File: src/verilog/frogger_geom_pkg.sv
//------------------------------------------------
// frogger playfield geometry
// coordinate types, object sizes, scenery bands
//------------------------------------------------
package frogger_geom_pkg;

	typedef logic [10:0] coord_t; // one screen axis
	typedef logic [2:0]  count_t; // active objects in a row

	localparam int DEF_ROWS  = 4; // lanes and pad rows
	localparam int DEF_SLOTS = 4; // objects per row

	//------------------------------------------------
	// object boxes
	//------------------------------------------------
	localparam coord_t FROG_SIZE         = 11'd40;
	localparam coord_t FROG_INSET_LEFT   = 11'd7;
	localparam coord_t FROG_INSET_RIGHT  = 11'd7;
	localparam coord_t FROG_INSET_TOP    = 11'd10;
	localparam coord_t FROG_INSET_BOTTOM = 11'd5;
	localparam coord_t CAR_W             = 11'd80;
	localparam coord_t CAR_H             = 11'd40;
	localparam coord_t LPAD_SIZE         = 11'd40;
	localparam coord_t WRAP_X            = 11'd680; // at or above, hanging off the left edge

	//------------------------------------------------
	// scenery bands, all bounds inclusive
	//------------------------------------------------
	localparam coord_t WATER_Y_LO     = 11'd80;
	localparam coord_t WATER_Y_HI     = 11'd239;
	localparam coord_t TOP_Y_LO       = 11'd40;
	localparam coord_t TOP_Y_HI       = 11'd79;
	localparam coord_t GRASS_Y_LO     = 11'd240;
	localparam coord_t GRASS_Y_HI     = 11'd279;
	localparam coord_t LOW_GRASS_Y_LO = 11'd440; // grass down to the bottom
	localparam coord_t PAVE_Y_LO      = 11'd280;
	localparam coord_t PAVE_Y_HI      = 11'd439;

	// column sets inside the top strip, entry 0 leftmost
	localparam coord_t [3:0] DARK_X_LO  = {11'd520, 11'd320, 11'd160, 11'd0};
	localparam coord_t [3:0] DARK_X_HI  = {11'd679, 11'd479, 11'd279, 11'd119};
	localparam coord_t [2:0] GRASS_X_LO = {11'd480, 11'd280, 11'd120};
	localparam coord_t [2:0] GRASS_X_HI = {11'd519, 11'd319, 11'd159};

	// construction stripes on the road
	localparam coord_t [2:0] STRIPE_Y_LO = {11'd398, 11'd358, 11'd318};
	localparam coord_t [2:0] STRIPE_Y_HI = {11'd402, 11'd362, 11'd322};
	localparam coord_t [3:0] STRIPE_X_LO = {11'd600, 11'd400, 11'd200, 11'd0};
	localparam coord_t [3:0] STRIPE_X_HI = {11'd2047, 11'd500, 11'd300, 11'd100}; // last open

endpackage

File: src/verilog/frogger_color_pkg.sv
//------------------------------------------------
// frogger colours
// channel type and the colour of every layer
//------------------------------------------------
package frogger_color_pkg;

	typedef logic [7:0] chan_t;  // one vga channel
	typedef chan_t [2:0] rgb_t;  // [2] red, [1] green, [0] blue

	//------------------------------------------------
	// object layers
	//------------------------------------------------
	localparam rgb_t COL_FROG     = {8'd128, 8'd255, 8'd0};
	localparam rgb_t COL_CAR_EVEN = {8'd200, 8'd0,   8'd0};   // lanes 0 and 2
	localparam rgb_t COL_CAR_ODD  = {8'd0,   8'd0,   8'd200}; // lanes 1 and 3
	localparam rgb_t COL_LPAD     = {8'd0,   8'd250, 8'd0};

	//------------------------------------------------
	// scenery
	//------------------------------------------------
	localparam rgb_t COL_WATER      = {8'd0,   8'd200, 8'd255};
	localparam rgb_t COL_DARK_GRASS = {8'd0,   8'd100, 8'd0};
	localparam rgb_t COL_GRASS      = {8'd0,   8'd200, 8'd0};
	localparam rgb_t COL_STRIPE     = {8'd255, 8'd204, 8'd0};   // construction yellow
	localparam rgb_t COL_PAVEMENT   = {8'd69,  8'd69,  8'd69};
	localparam rgb_t COL_WHITE      = {8'd255, 8'd255, 8'd255};

endpackage

File: src/verilog/layer_ifs.sv
//------------------------------------------------
// layer buses into the priority mixer
// object hit flags and scenery colour, one pixel each
//------------------------------------------------
`timescale 1ns/1ps

// hit flags of the object layers
interface obj_hit_if #(
	parameter int N_ROWS = frogger_geom_pkg::DEF_ROWS
);
	logic              valid;    // flags below belong to one pixel
	logic              frog_hit;
	logic [N_ROWS-1:0] car_hit;  // one per lane
	logic              lpad_hit; // any pad in any row

	modport detect (
		output valid, frog_hit, car_hit, lpad_hit
	);

	modport mix (
		input valid, frog_hit, car_hit, lpad_hit
	);
endinterface

// scenery colour under the objects
interface bg_color_if;
	logic                     valid;
	frogger_color_pkg::chan_t red;
	frogger_color_pkg::chan_t green;
	frogger_color_pkg::chan_t blue;

	modport source (
		output valid, red, green, blue
	);

	modport mix (
		input valid, red, green, blue
	);
endinterface

File: src/verilog/sprite_hit_detect.sv
//------------------------------------------------
// object hit detection
// frog, car lanes and lily pads against the pixel
//------------------------------------------------
`timescale 1ns/1ps

module sprite_hit_detect #(
	parameter int N_ROWS  = frogger_geom_pkg::DEF_ROWS,
	parameter int N_SLOTS = frogger_geom_pkg::DEF_SLOTS
) (
	input  logic clk,
	input  logic rst,
	input  logic pix_valid,
	input  frogger_geom_pkg::coord_t draw_x,
	input  frogger_geom_pkg::coord_t draw_y,
	input  frogger_geom_pkg::coord_t frog_x,
	input  frogger_geom_pkg::coord_t frog_y,
	input  frogger_geom_pkg::coord_t [N_ROWS-1:0][N_SLOTS-1:0] car_x,
	input  frogger_geom_pkg::coord_t [N_ROWS-1:0][N_SLOTS-1:0] car_y,
	input  frogger_geom_pkg::count_t [N_ROWS-1:0] car_count,
	input  frogger_geom_pkg::coord_t [N_ROWS-1:0][N_SLOTS-1:0] lpad_x,
	input  frogger_geom_pkg::coord_t [N_ROWS-1:0][N_SLOTS-1:0] lpad_y,
	input  frogger_geom_pkg::count_t [N_ROWS-1:0] lpad_count,
	obj_hit_if.detect hit
);

	import frogger_geom_pkg::*;

	// box test shared by cars and pads
	function automatic logic box_hit(
		coord_t px,
		coord_t py,
		coord_t ox,
		coord_t oy,
		coord_t w,
		coord_t h
	);
		coord_t x_lo;
		coord_t x_hi;
		coord_t y_hi;

		x_lo = (ox < WRAP_X) ? ox : '0; // wrapped object starts at the left edge
		x_hi = ox + w;                   // 11 bit sum, wraps past 2047
		y_hi = oy + h;
		return (px >= x_lo) && (px <= x_hi) && (py >= oy) && (py <= y_hi);
	endfunction

	coord_t frog_x_lo;
	coord_t frog_x_hi;
	coord_t frog_y_lo;
	coord_t frog_y_hi;

	logic              frog_d;
	logic [N_ROWS-1:0] car_hit_d;
	logic              lpad_hit_d;

	//------------------------------------------------
	// frog, inset inside its 40x40 tile
	//------------------------------------------------
	assign frog_x_lo = frog_x + FROG_INSET_LEFT;
	assign frog_x_hi = frog_x + FROG_SIZE - FROG_INSET_RIGHT;
	assign frog_y_lo = frog_y + FROG_INSET_TOP;
	assign frog_y_hi = frog_y + FROG_SIZE - FROG_INSET_BOTTOM;

	assign frog_d = (draw_x >= frog_x_lo) && (draw_x <= frog_x_hi) &&
		(draw_y >= frog_y_lo) && (draw_y <= frog_y_hi);

	//------------------------------------------------
	// cars per lane, pads over all rows
	//------------------------------------------------
	always_comb
	begin
		car_hit_d  = '0;
		lpad_hit_d = 1'b0;
		for (int r = 0; r < N_ROWS; r++)
		begin
			for (int s = 0; s < N_SLOTS; s++)
			begin
				// slots past the row count are parked
				if (s < int'(car_count[r]) &&
					box_hit(draw_x, draw_y, car_x[r][s], car_y[r][s], CAR_W, CAR_H))
					car_hit_d[r] = 1'b1;
				if (s < int'(lpad_count[r]) &&
					box_hit(draw_x, draw_y, lpad_x[r][s], lpad_y[r][s], LPAD_SIZE, LPAD_SIZE))
					lpad_hit_d = 1'b1;
			end
		end
	end

	//------------------------------------------------
	// output register
	//------------------------------------------------
	always_ff @(posedge clk)
	begin
		if (rst)
			hit.valid <= 1'b0;
		else
			hit.valid <= pix_valid;
	end

	always_ff @(posedge clk)
	begin
		if (pix_valid)
		begin
			hit.frog_hit <= frog_d;
			hit.car_hit  <= car_hit_d;
			hit.lpad_hit <= lpad_hit_d;
		end
	end

endmodule

File: src/verilog/playfield_background.sv
//------------------------------------------------
// playfield scenery
// water, grass, road and stripes by position
//------------------------------------------------
`timescale 1ns/1ps

module playfield_background (
	input  logic clk,
	input  logic rst,
	input  logic pix_valid,
	input  frogger_geom_pkg::coord_t draw_x,
	input  frogger_geom_pkg::coord_t draw_y,
	bg_color_if.source bg
);

	import frogger_geom_pkg::*;
	import frogger_color_pkg::*;

	function automatic logic in_range(coord_t v, coord_t lo, coord_t hi);
		return (v >= lo) && (v <= hi);
	endfunction

	logic top_strip;
	logic dark_col;
	logic grass_col;
	logic stripe_row;
	logic stripe_col;
	rgb_t col_d;

	//------------------------------------------------
	// band membership
	//------------------------------------------------
	assign top_strip = in_range(draw_y, TOP_Y_LO, TOP_Y_HI);

	always_comb
	begin
		dark_col   = 1'b0;
		grass_col  = 1'b0;
		stripe_row = 1'b0;
		stripe_col = 1'b0;
		for (int i = 0; i < $size(DARK_X_LO); i++)
			dark_col |= in_range(draw_x, DARK_X_LO[i], DARK_X_HI[i]);
		for (int i = 0; i < $size(GRASS_X_LO); i++)
			grass_col |= in_range(draw_x, GRASS_X_LO[i], GRASS_X_HI[i]);
		for (int i = 0; i < $size(STRIPE_Y_LO); i++)
			stripe_row |= in_range(draw_y, STRIPE_Y_LO[i], STRIPE_Y_HI[i]);
		for (int i = 0; i < $size(STRIPE_X_LO); i++)
			stripe_col |= in_range(draw_x, STRIPE_X_LO[i], STRIPE_X_HI[i]);
	end

	// first match wins
	always_comb
	begin
		if (in_range(draw_y, WATER_Y_LO, WATER_Y_HI))
			col_d = COL_WATER;
		else if (top_strip && dark_col)
			col_d = COL_DARK_GRASS;
		else if (in_range(draw_y, GRASS_Y_LO, GRASS_Y_HI) || (draw_y >= LOW_GRASS_Y_LO) ||
			(top_strip && grass_col))
			col_d = COL_GRASS;
		else if (stripe_row && stripe_col)
			col_d = COL_STRIPE;
		else if (in_range(draw_y, PAVE_Y_LO, PAVE_Y_HI))
			col_d = COL_PAVEMENT;
		else
			col_d = COL_WHITE; // score bar and right margin
	end

	//------------------------------------------------
	// output register
	//------------------------------------------------
	always_ff @(posedge clk)
	begin
		if (rst)
			bg.valid <= 1'b0;
		else
			bg.valid <= pix_valid;
	end

	always_ff @(posedge clk)
	begin
		if (pix_valid)
		begin
			bg.red   <= col_d[2];
			bg.green <= col_d[1];
			bg.blue  <= col_d[0];
		end
	end

endmodule

File: src/verilog/pixel_priority_mixer.sv
//------------------------------------------------
// layer priority mixer
// frog, then cars, then pads, then scenery
//------------------------------------------------
`timescale 1ns/1ps

module pixel_priority_mixer #(
	parameter int N_ROWS = frogger_geom_pkg::DEF_ROWS
) (
	input  logic clk,
	input  logic rst,
	obj_hit_if.mix hit,
	bg_color_if.mix bg,
	output logic rgb_valid,
	output frogger_color_pkg::chan_t red,
	output frogger_color_pkg::chan_t green,
	output frogger_color_pkg::chan_t blue
);

	import frogger_color_pkg::*;

	logic in_valid;
	rgb_t car_col;
	rgb_t mix_col;

	assign in_valid = hit.valid & bg.valid; // both branches run in lockstep

	// lowest lane that hits picks the colour
	always_comb
	begin
		car_col = COL_CAR_EVEN;
		for (int r = N_ROWS - 1; r >= 0; r--)
		begin
			if (hit.car_hit[r])
				car_col = (r % 2 == 1) ? COL_CAR_ODD : COL_CAR_EVEN;
		end
	end

	always_comb
	begin
		if (hit.frog_hit)
			mix_col = COL_FROG;
		else if (|hit.car_hit)
			mix_col = car_col;
		else if (hit.lpad_hit)
			mix_col = COL_LPAD;
		else
			mix_col = {bg.red, bg.green, bg.blue};
	end

	//------------------------------------------------
	// vga output register
	//------------------------------------------------
	always_ff @(posedge clk)
	begin
		if (rst)
		begin
			rgb_valid <= 1'b0;
			red       <= '0;
			green     <= '0;
			blue      <= '0;
		end
		else
		begin
			rgb_valid <= in_valid;
			if (in_valid) // hold last colour between pixels
			begin
				red   <= mix_col[2];
				green <= mix_col[1];
				blue  <= mix_col[0];
			end
		end
	end

endmodule

File: src/verilog/color_mapper.sv
//------------------------------------------------
// frogger colour mapper
// two-stage pixel pipeline from position to rgb
//------------------------------------------------
`timescale 1ns/1ps

module color_mapper #(
	parameter int N_ROWS  = frogger_geom_pkg::DEF_ROWS,
	parameter int N_SLOTS = frogger_geom_pkg::DEF_SLOTS
) (
	input  logic clk,
	input  logic rst,
	input  logic pix_valid,
	input  frogger_geom_pkg::coord_t draw_x,
	input  frogger_geom_pkg::coord_t draw_y,
	input  frogger_geom_pkg::coord_t frog_x,
	input  frogger_geom_pkg::coord_t frog_y,
	input  frogger_geom_pkg::coord_t [N_ROWS-1:0][N_SLOTS-1:0] car_x,
	input  frogger_geom_pkg::coord_t [N_ROWS-1:0][N_SLOTS-1:0] car_y,
	input  frogger_geom_pkg::count_t [N_ROWS-1:0] car_count,
	input  frogger_geom_pkg::coord_t [N_ROWS-1:0][N_SLOTS-1:0] lpad_x,
	input  frogger_geom_pkg::coord_t [N_ROWS-1:0][N_SLOTS-1:0] lpad_y,
	input  frogger_geom_pkg::count_t [N_ROWS-1:0] lpad_count,
	output logic rgb_valid,
	output frogger_color_pkg::chan_t red,
	output frogger_color_pkg::chan_t green,
	output frogger_color_pkg::chan_t blue
);

	obj_hit_if #(.N_ROWS(N_ROWS)) hit_bus ();
	bg_color_if bg_bus ();

	// stage 1, objects and scenery side by side
	sprite_hit_detect #(
		.N_ROWS  (N_ROWS),
		.N_SLOTS (N_SLOTS)
	) i_sprite_hit_detect (
		.clk        (clk),
		.rst        (rst),
		.pix_valid  (pix_valid),
		.draw_x     (draw_x),
		.draw_y     (draw_y),
		.frog_x     (frog_x),
		.frog_y     (frog_y),
		.car_x      (car_x),
		.car_y      (car_y),
		.car_count  (car_count),
		.lpad_x     (lpad_x),
		.lpad_y     (lpad_y),
		.lpad_count (lpad_count),
		.hit        (hit_bus.detect)
	);

	playfield_background i_playfield_background (
		.clk       (clk),
		.rst       (rst),
		.pix_valid (pix_valid),
		.draw_x    (draw_x),
		.draw_y    (draw_y),
		.bg        (bg_bus.source)
	);

	// stage 2
	pixel_priority_mixer #(
		.N_ROWS (N_ROWS)
	) i_pixel_priority_mixer (
		.clk       (clk),
		.rst       (rst),
		.hit       (hit_bus.mix),
		.bg        (bg_bus.mix),
		.rgb_valid (rgb_valid),
		.red       (red),
		.green     (green),
		.blue      (blue)
	);

endmodule

File: config.mk
export PLATFORM = sky130hd
export DESIGN_NAME = color_mapper
export DESIGN_NICKNAME = d
export VERILOG_FILES = /design/src/verilog/frogger_geom_pkg.sv /design/src/verilog/frogger_color_pkg.sv /design/src/verilog/layer_ifs.sv /design/src/verilog/sprite_hit_detect.sv /design/src/verilog/playfield_background.sv /design/src/verilog/pixel_priority_mixer.sv /design/src/verilog/color_mapper.sv
export SDC_FILE = /design/constraint.sdc
export NUM_CORES = 2
export LEC_CHECK = 0
export BUFFER_PORTS_ARGS = -buffer_cell sky130_fd_sc_hd__buf_2
export CAP_MARGIN = 20
export CORE_AREA = 4 4 313 315
export CTS_CLUSTER_DIAMETER = 60
export DETAILED_ROUTE_END_ITERATION = 8
export DIE_AREA = 0 0 317 319
export PLACE_DENSITY = 0.67
export SLEW_MARGIN = 15
export SYNTH_ARGS = -nofsm -noshare
export SYNTH_HDL_FRONTEND = slang
export SYNTH_HIERARCHICAL = 1
export SYNTH_SLANG_ARGS = --single-unit
File: constraint.sdc
create_clock -name clk -period 6.1 [get_ports clk]
set_input_delay 0.61 -clock clk [delete_from_list [all_inputs] [get_ports clk]]
set_output_delay 0.61 -clock clk [all_outputs]
set_load 0.02 [all_outputs]
==> results list <==
* Layout overhead on the synthesized area: 14.6%
* Clock network power share: 0.076
* Worst path required time: 6.12 ns
- Row generation in the floorplan step produced 113 rows.
- Average footprint of a synthesized cell: 7.64 um^2
- After synthesis the netlist holds a flip-flop and latch count of 42.
- Pin slew with the least headroom to its limit: 1.17 ns
* Number of vias after detailed routing: 44.9k
- The run finished with clean final reports.
* Gate count of the mapped netlist: 5541
- Data arrival at the endpoint of the critical path: 4.31 ns
* Synth cell types: 94
- Prior to clock tree synthesis, the placed netlist has a worst setup slack of 1.48 ns.
* Cell at the root of the clock tree: sky130_fd_sc_hd__clkbuf_16
- The congestion estimate from routability-driven global placement came to 0.941.
* Total length of routed wires: 159000 um
* Finished Cell Area: 0.0485 mm^2
- For this run, the register share of the synthesized area comes to 0.0234.
* Longest Clk Path Bufs: 2
- Using the TritonRoute via totals, the vias-per-cell ratio works out to 5.83.
- Measured along the y axis, the die boundary spans 319 um.
- Number of max-capacitance violations reported: 0
- Fraction of layout instances using a drive strength above 1: 0.139
- Worst clock skew: 0.0203 ns
* Number of standard cells in the layout, taps in and fillers out: 7714
- Worst vdd rail ir drop: 0.0925 mV
- Pin count of the biggest net entering global routing: 47
* Wire length per cell: 20.6 um
* Net switching fraction of the power: 0.524
- Clock tree from TritonCTS: built
- The internal portion of the total power is 2.06 mW.
* Leak Pwr: 24.8 nW
- The clock reaches the later pin of the worst-skew pair after 0.31 ns.
- Routed Antenna Nets: 0
- # port buffers: 799
- Global-route usage over all layers: 0.297
- Total power: 4.33 mW
- Hold is met by 0.452 ns.
- Once routing completed, OpenROAD measured the worst setup slack at 1.82 ns.
- Top cell type by total area after synthesis: sky130_fd_sc_hd__ha_1
- Of the total power, combinational logic draws 0.847.
- The initial antenna violation count was 102.
- Based on the critical path, the design can be clocked at up to 234 MHz.
* Final Hold Vio Count: 0
- Worst setup SP type: input port
* Setup Total Neg Slack: 0 ns
* Slew Viols, Final: 0
- Placed cell areas: 0.0482 mm^2
- Core area: 0.0949 mm^2
- CTS built an H-tree with a depth of 2.
- In this run the tightest slew margin relative to its limit is 0.216.
* Via count of the first global-routing pass: 43.3k
- Min cycle time layout: 4.28 ns
* Number of iterations in the first detailed-routing pass: 5
- Final setup violating endpoints: 0
- After the first detailed-routing iteration, the DRC count stood at 2740.
* Total Nets Final: 8597
* Sinks on the clock net: 42
- In this run the worst hold path is classified as reg -> reg.
- In this run, placement finished with an instance count of 7640.
- Power density over the cells: 89.1 mW/mm^2
- By area the synthesized netlist is led by sky130_fd_sc_hd__ha_1 43%, sky130_fd_sc_hd__a21oi_1 5.7%, sky130_fd_sc_hd__inv_1 5.0%.
* Fin util: 0.512
* Number of instances resized during post-cts repair: 0
- For this design the top-level I/O count stands at 800.
* CP Capture Type: flip-flop
- The top cell types in the final layout, fill and taps aside, are 1440 x sky130_fd_sc_hd__ha_1, 779 x sky130_fd_sc_hd__buf_2, 558 x sky130_fd_sc_hd__inv_1, 501 x sky130_fd_sc_hd__nand2_1, 480 x sky130_fd_sc_hd__a21oi_1.
* Switching power: 2.27 mW
* Primary FF master, synth: sky130_fd_sc_hd__dfxtp_1
* Syn. warnings: 6
- Die Width: 317 um
* WS Path Type: in -> reg
* Number of flops mapped to enable cells by yosys: 15
* Starting density of the core: 0.446
- The mapped netlist covers 0.0423 mm^2.
- Leaving out fill and tap cells, the most frequent cell in the layout is sky130_fd_sc_hd__ha_1.
- Of all nets on the critical path, the largest fanout is 10.
* CTS clock-pin slew for the worst setup and hold paths: 0.09 ns
* Unrepaired setup endpoints after global routing: false
- The floorplan step defined a die boundary enclosing 0.101 mm^2.
- Of the total power, registers draw 0.078.
- GR Overflow Total: 0
* Number of DRC violations after detailed routing: 0
* Detailed Place HPWL: 132000 um
- Number of buffers added for setup after CTS: 0
- The number of hold buffers added after CTS was 0.
* Share of the clock period used by the worst path: 0.702
- Counting the buffers created by CTS gives 5.
- The first global-routing pass estimated 239000 um of wire.
- Post-synth ARST share: 0
- Of the post-synthesis cell area, the dominant cell type holds 0.425.
flip-flops by register name (all words and copies together) (netlist names), 2 cells and up:
| register | count |
|---|---|
| i_playfield_background/bg.green | 5 |
| i_pixel_priority_mixer/green | 8 |
| i_pixel_priority_mixer/blue | 8 |
| i_pixel_priority_mixer/red | 8 |
| i_playfield_background/bg.blue | 2 |
| i_sprite_hit_detect/hit.car_hit | 4 |
| i_playfield_background/bg.red | 2 |
cell usage after synthesis, drive strengths merged, types with 7 or more instances:
master,count
a2111oi,39
a211o,11
a211oi,96
a21boi,7
a21o,162
a21oi,481
a311oi,9
a31o,7
a31oi,31
and2,37
and3,16
and4,7
buf,28
clkbuf,15
dfxtp,27
edfxtp,15
ha,1440
inv,560
nand2,501
nand2b,101
nand3,109
nand3b,34
nand4,168
nand4b,24
nor2,235
nor2b,104
nor3,81
nor3b,10
nor4,35
o2111ai,69
o211ai,27
o21a,81
o21ai,368
o21bai,21
o221ai,13
o22ai,14
o31ai,25
o32ai,13
or3,26
or4,9
xnor2,214
xor2,189
final cells by class:
| class | count | area [um^2] |
|---|---|---|
| Antenna cell | 66 | 165 |
| Clock buffer | 5 | 125 |
| Clock inverter | 3 | 40.0 |
| Fill cell | 9464 | 46300 |
| Inverter | 560 | 2100 |
| Multi-Input combinational cell | 4926 | 39000 |
| Sequential cell | 42 | 991 |
| Tap cell | 1265 | 1580 |
| Timing Repair Buffer | 847 | 4500 |
path summary, 6_finish.rpt:
path,from,end,slack [ns],cells past startpoint
hold / removal,i_pixel_priority_mixer/blue[5],i_pixel_priority_mixer/blue[5],0.45,2
setup / recovery,lpad_x[58],i_sprite_hit_detect/hit.lpad_hit,1.82,17
setup reg to reg,i_sprite_hit_detect/hit.car_hit[2],i_pixel_priority_mixer/green[7],4.10,3
hold reg to reg,i_pixel_priority_mixer/blue[5],i_pixel_priority_mixer/blue[5],0.45,2
routing by layer:
layer,part of all wire,wire length (um),track usage
met1,0.41,65100,0.351
met2,0.48,75600,0.523
met3,0.069,11100,0.0577
met4,0.044,6970,0.124
met5,0.0029,455,0
power groups by stage:
stage	registers (mW)	logic (mW)	clock network, mW
2_1_floorplan	0.330	2.30	0
3_3_place_gp	0.342	3.52	0
3_5_place_dp	0.342	3.62	0
4_1_cts	0.336	3.64	0.337
5_1_grt	0.338	4.17	0.345
6_report	0.336	3.66	0.327
worst max-delay path: stages:
cell	delay (ns)
sky130_fd_sc_hd__buf_2	0.14
sky130_fd_sc_hd__inv_1	0.07
sky130_fd_sc_hd__ha_1	0.15
sky130_fd_sc_hd__nor2b_1	0.04
sky130_fd_sc_hd__o21ai_0	0.16
sky130_fd_sc_hd__nand2b_1	0.08
sky130_fd_sc_hd__a21oi_1	0.59
sky130_fd_sc_hd__nand2_1	0.14
sky130_fd_sc_hd__ha_1	0.32
sky130_fd_sc_hd__a21oi_1	0.12
sky130_fd_sc_hd__o21ai_0	0.10
sky130_fd_sc_hd__a21oi_1	0.14
sky130_fd_sc_hd__o21ai_0	0.13
sky130_fd_sc_hd__a2111o_1	0.45
sky130_fd_sc_hd__nand4_1	0.16
sky130_fd_sc_hd__nor4bb_1	0.75
sky130_fd_sc_hd__nand3_1	0.15
cells by family after synthesis:
family / synth area share
DFF: 0.0234
muxes: 0.000236
and+or+nand+nor: 0.179
adders and majority gates: 0.425
other: 0.000177
buffers and inverters: 0.0574
AOI/OAI and AO/OA: 0.231
xor gates and xnor gates: 0.0834
Power figures use the tool's default switching activity.
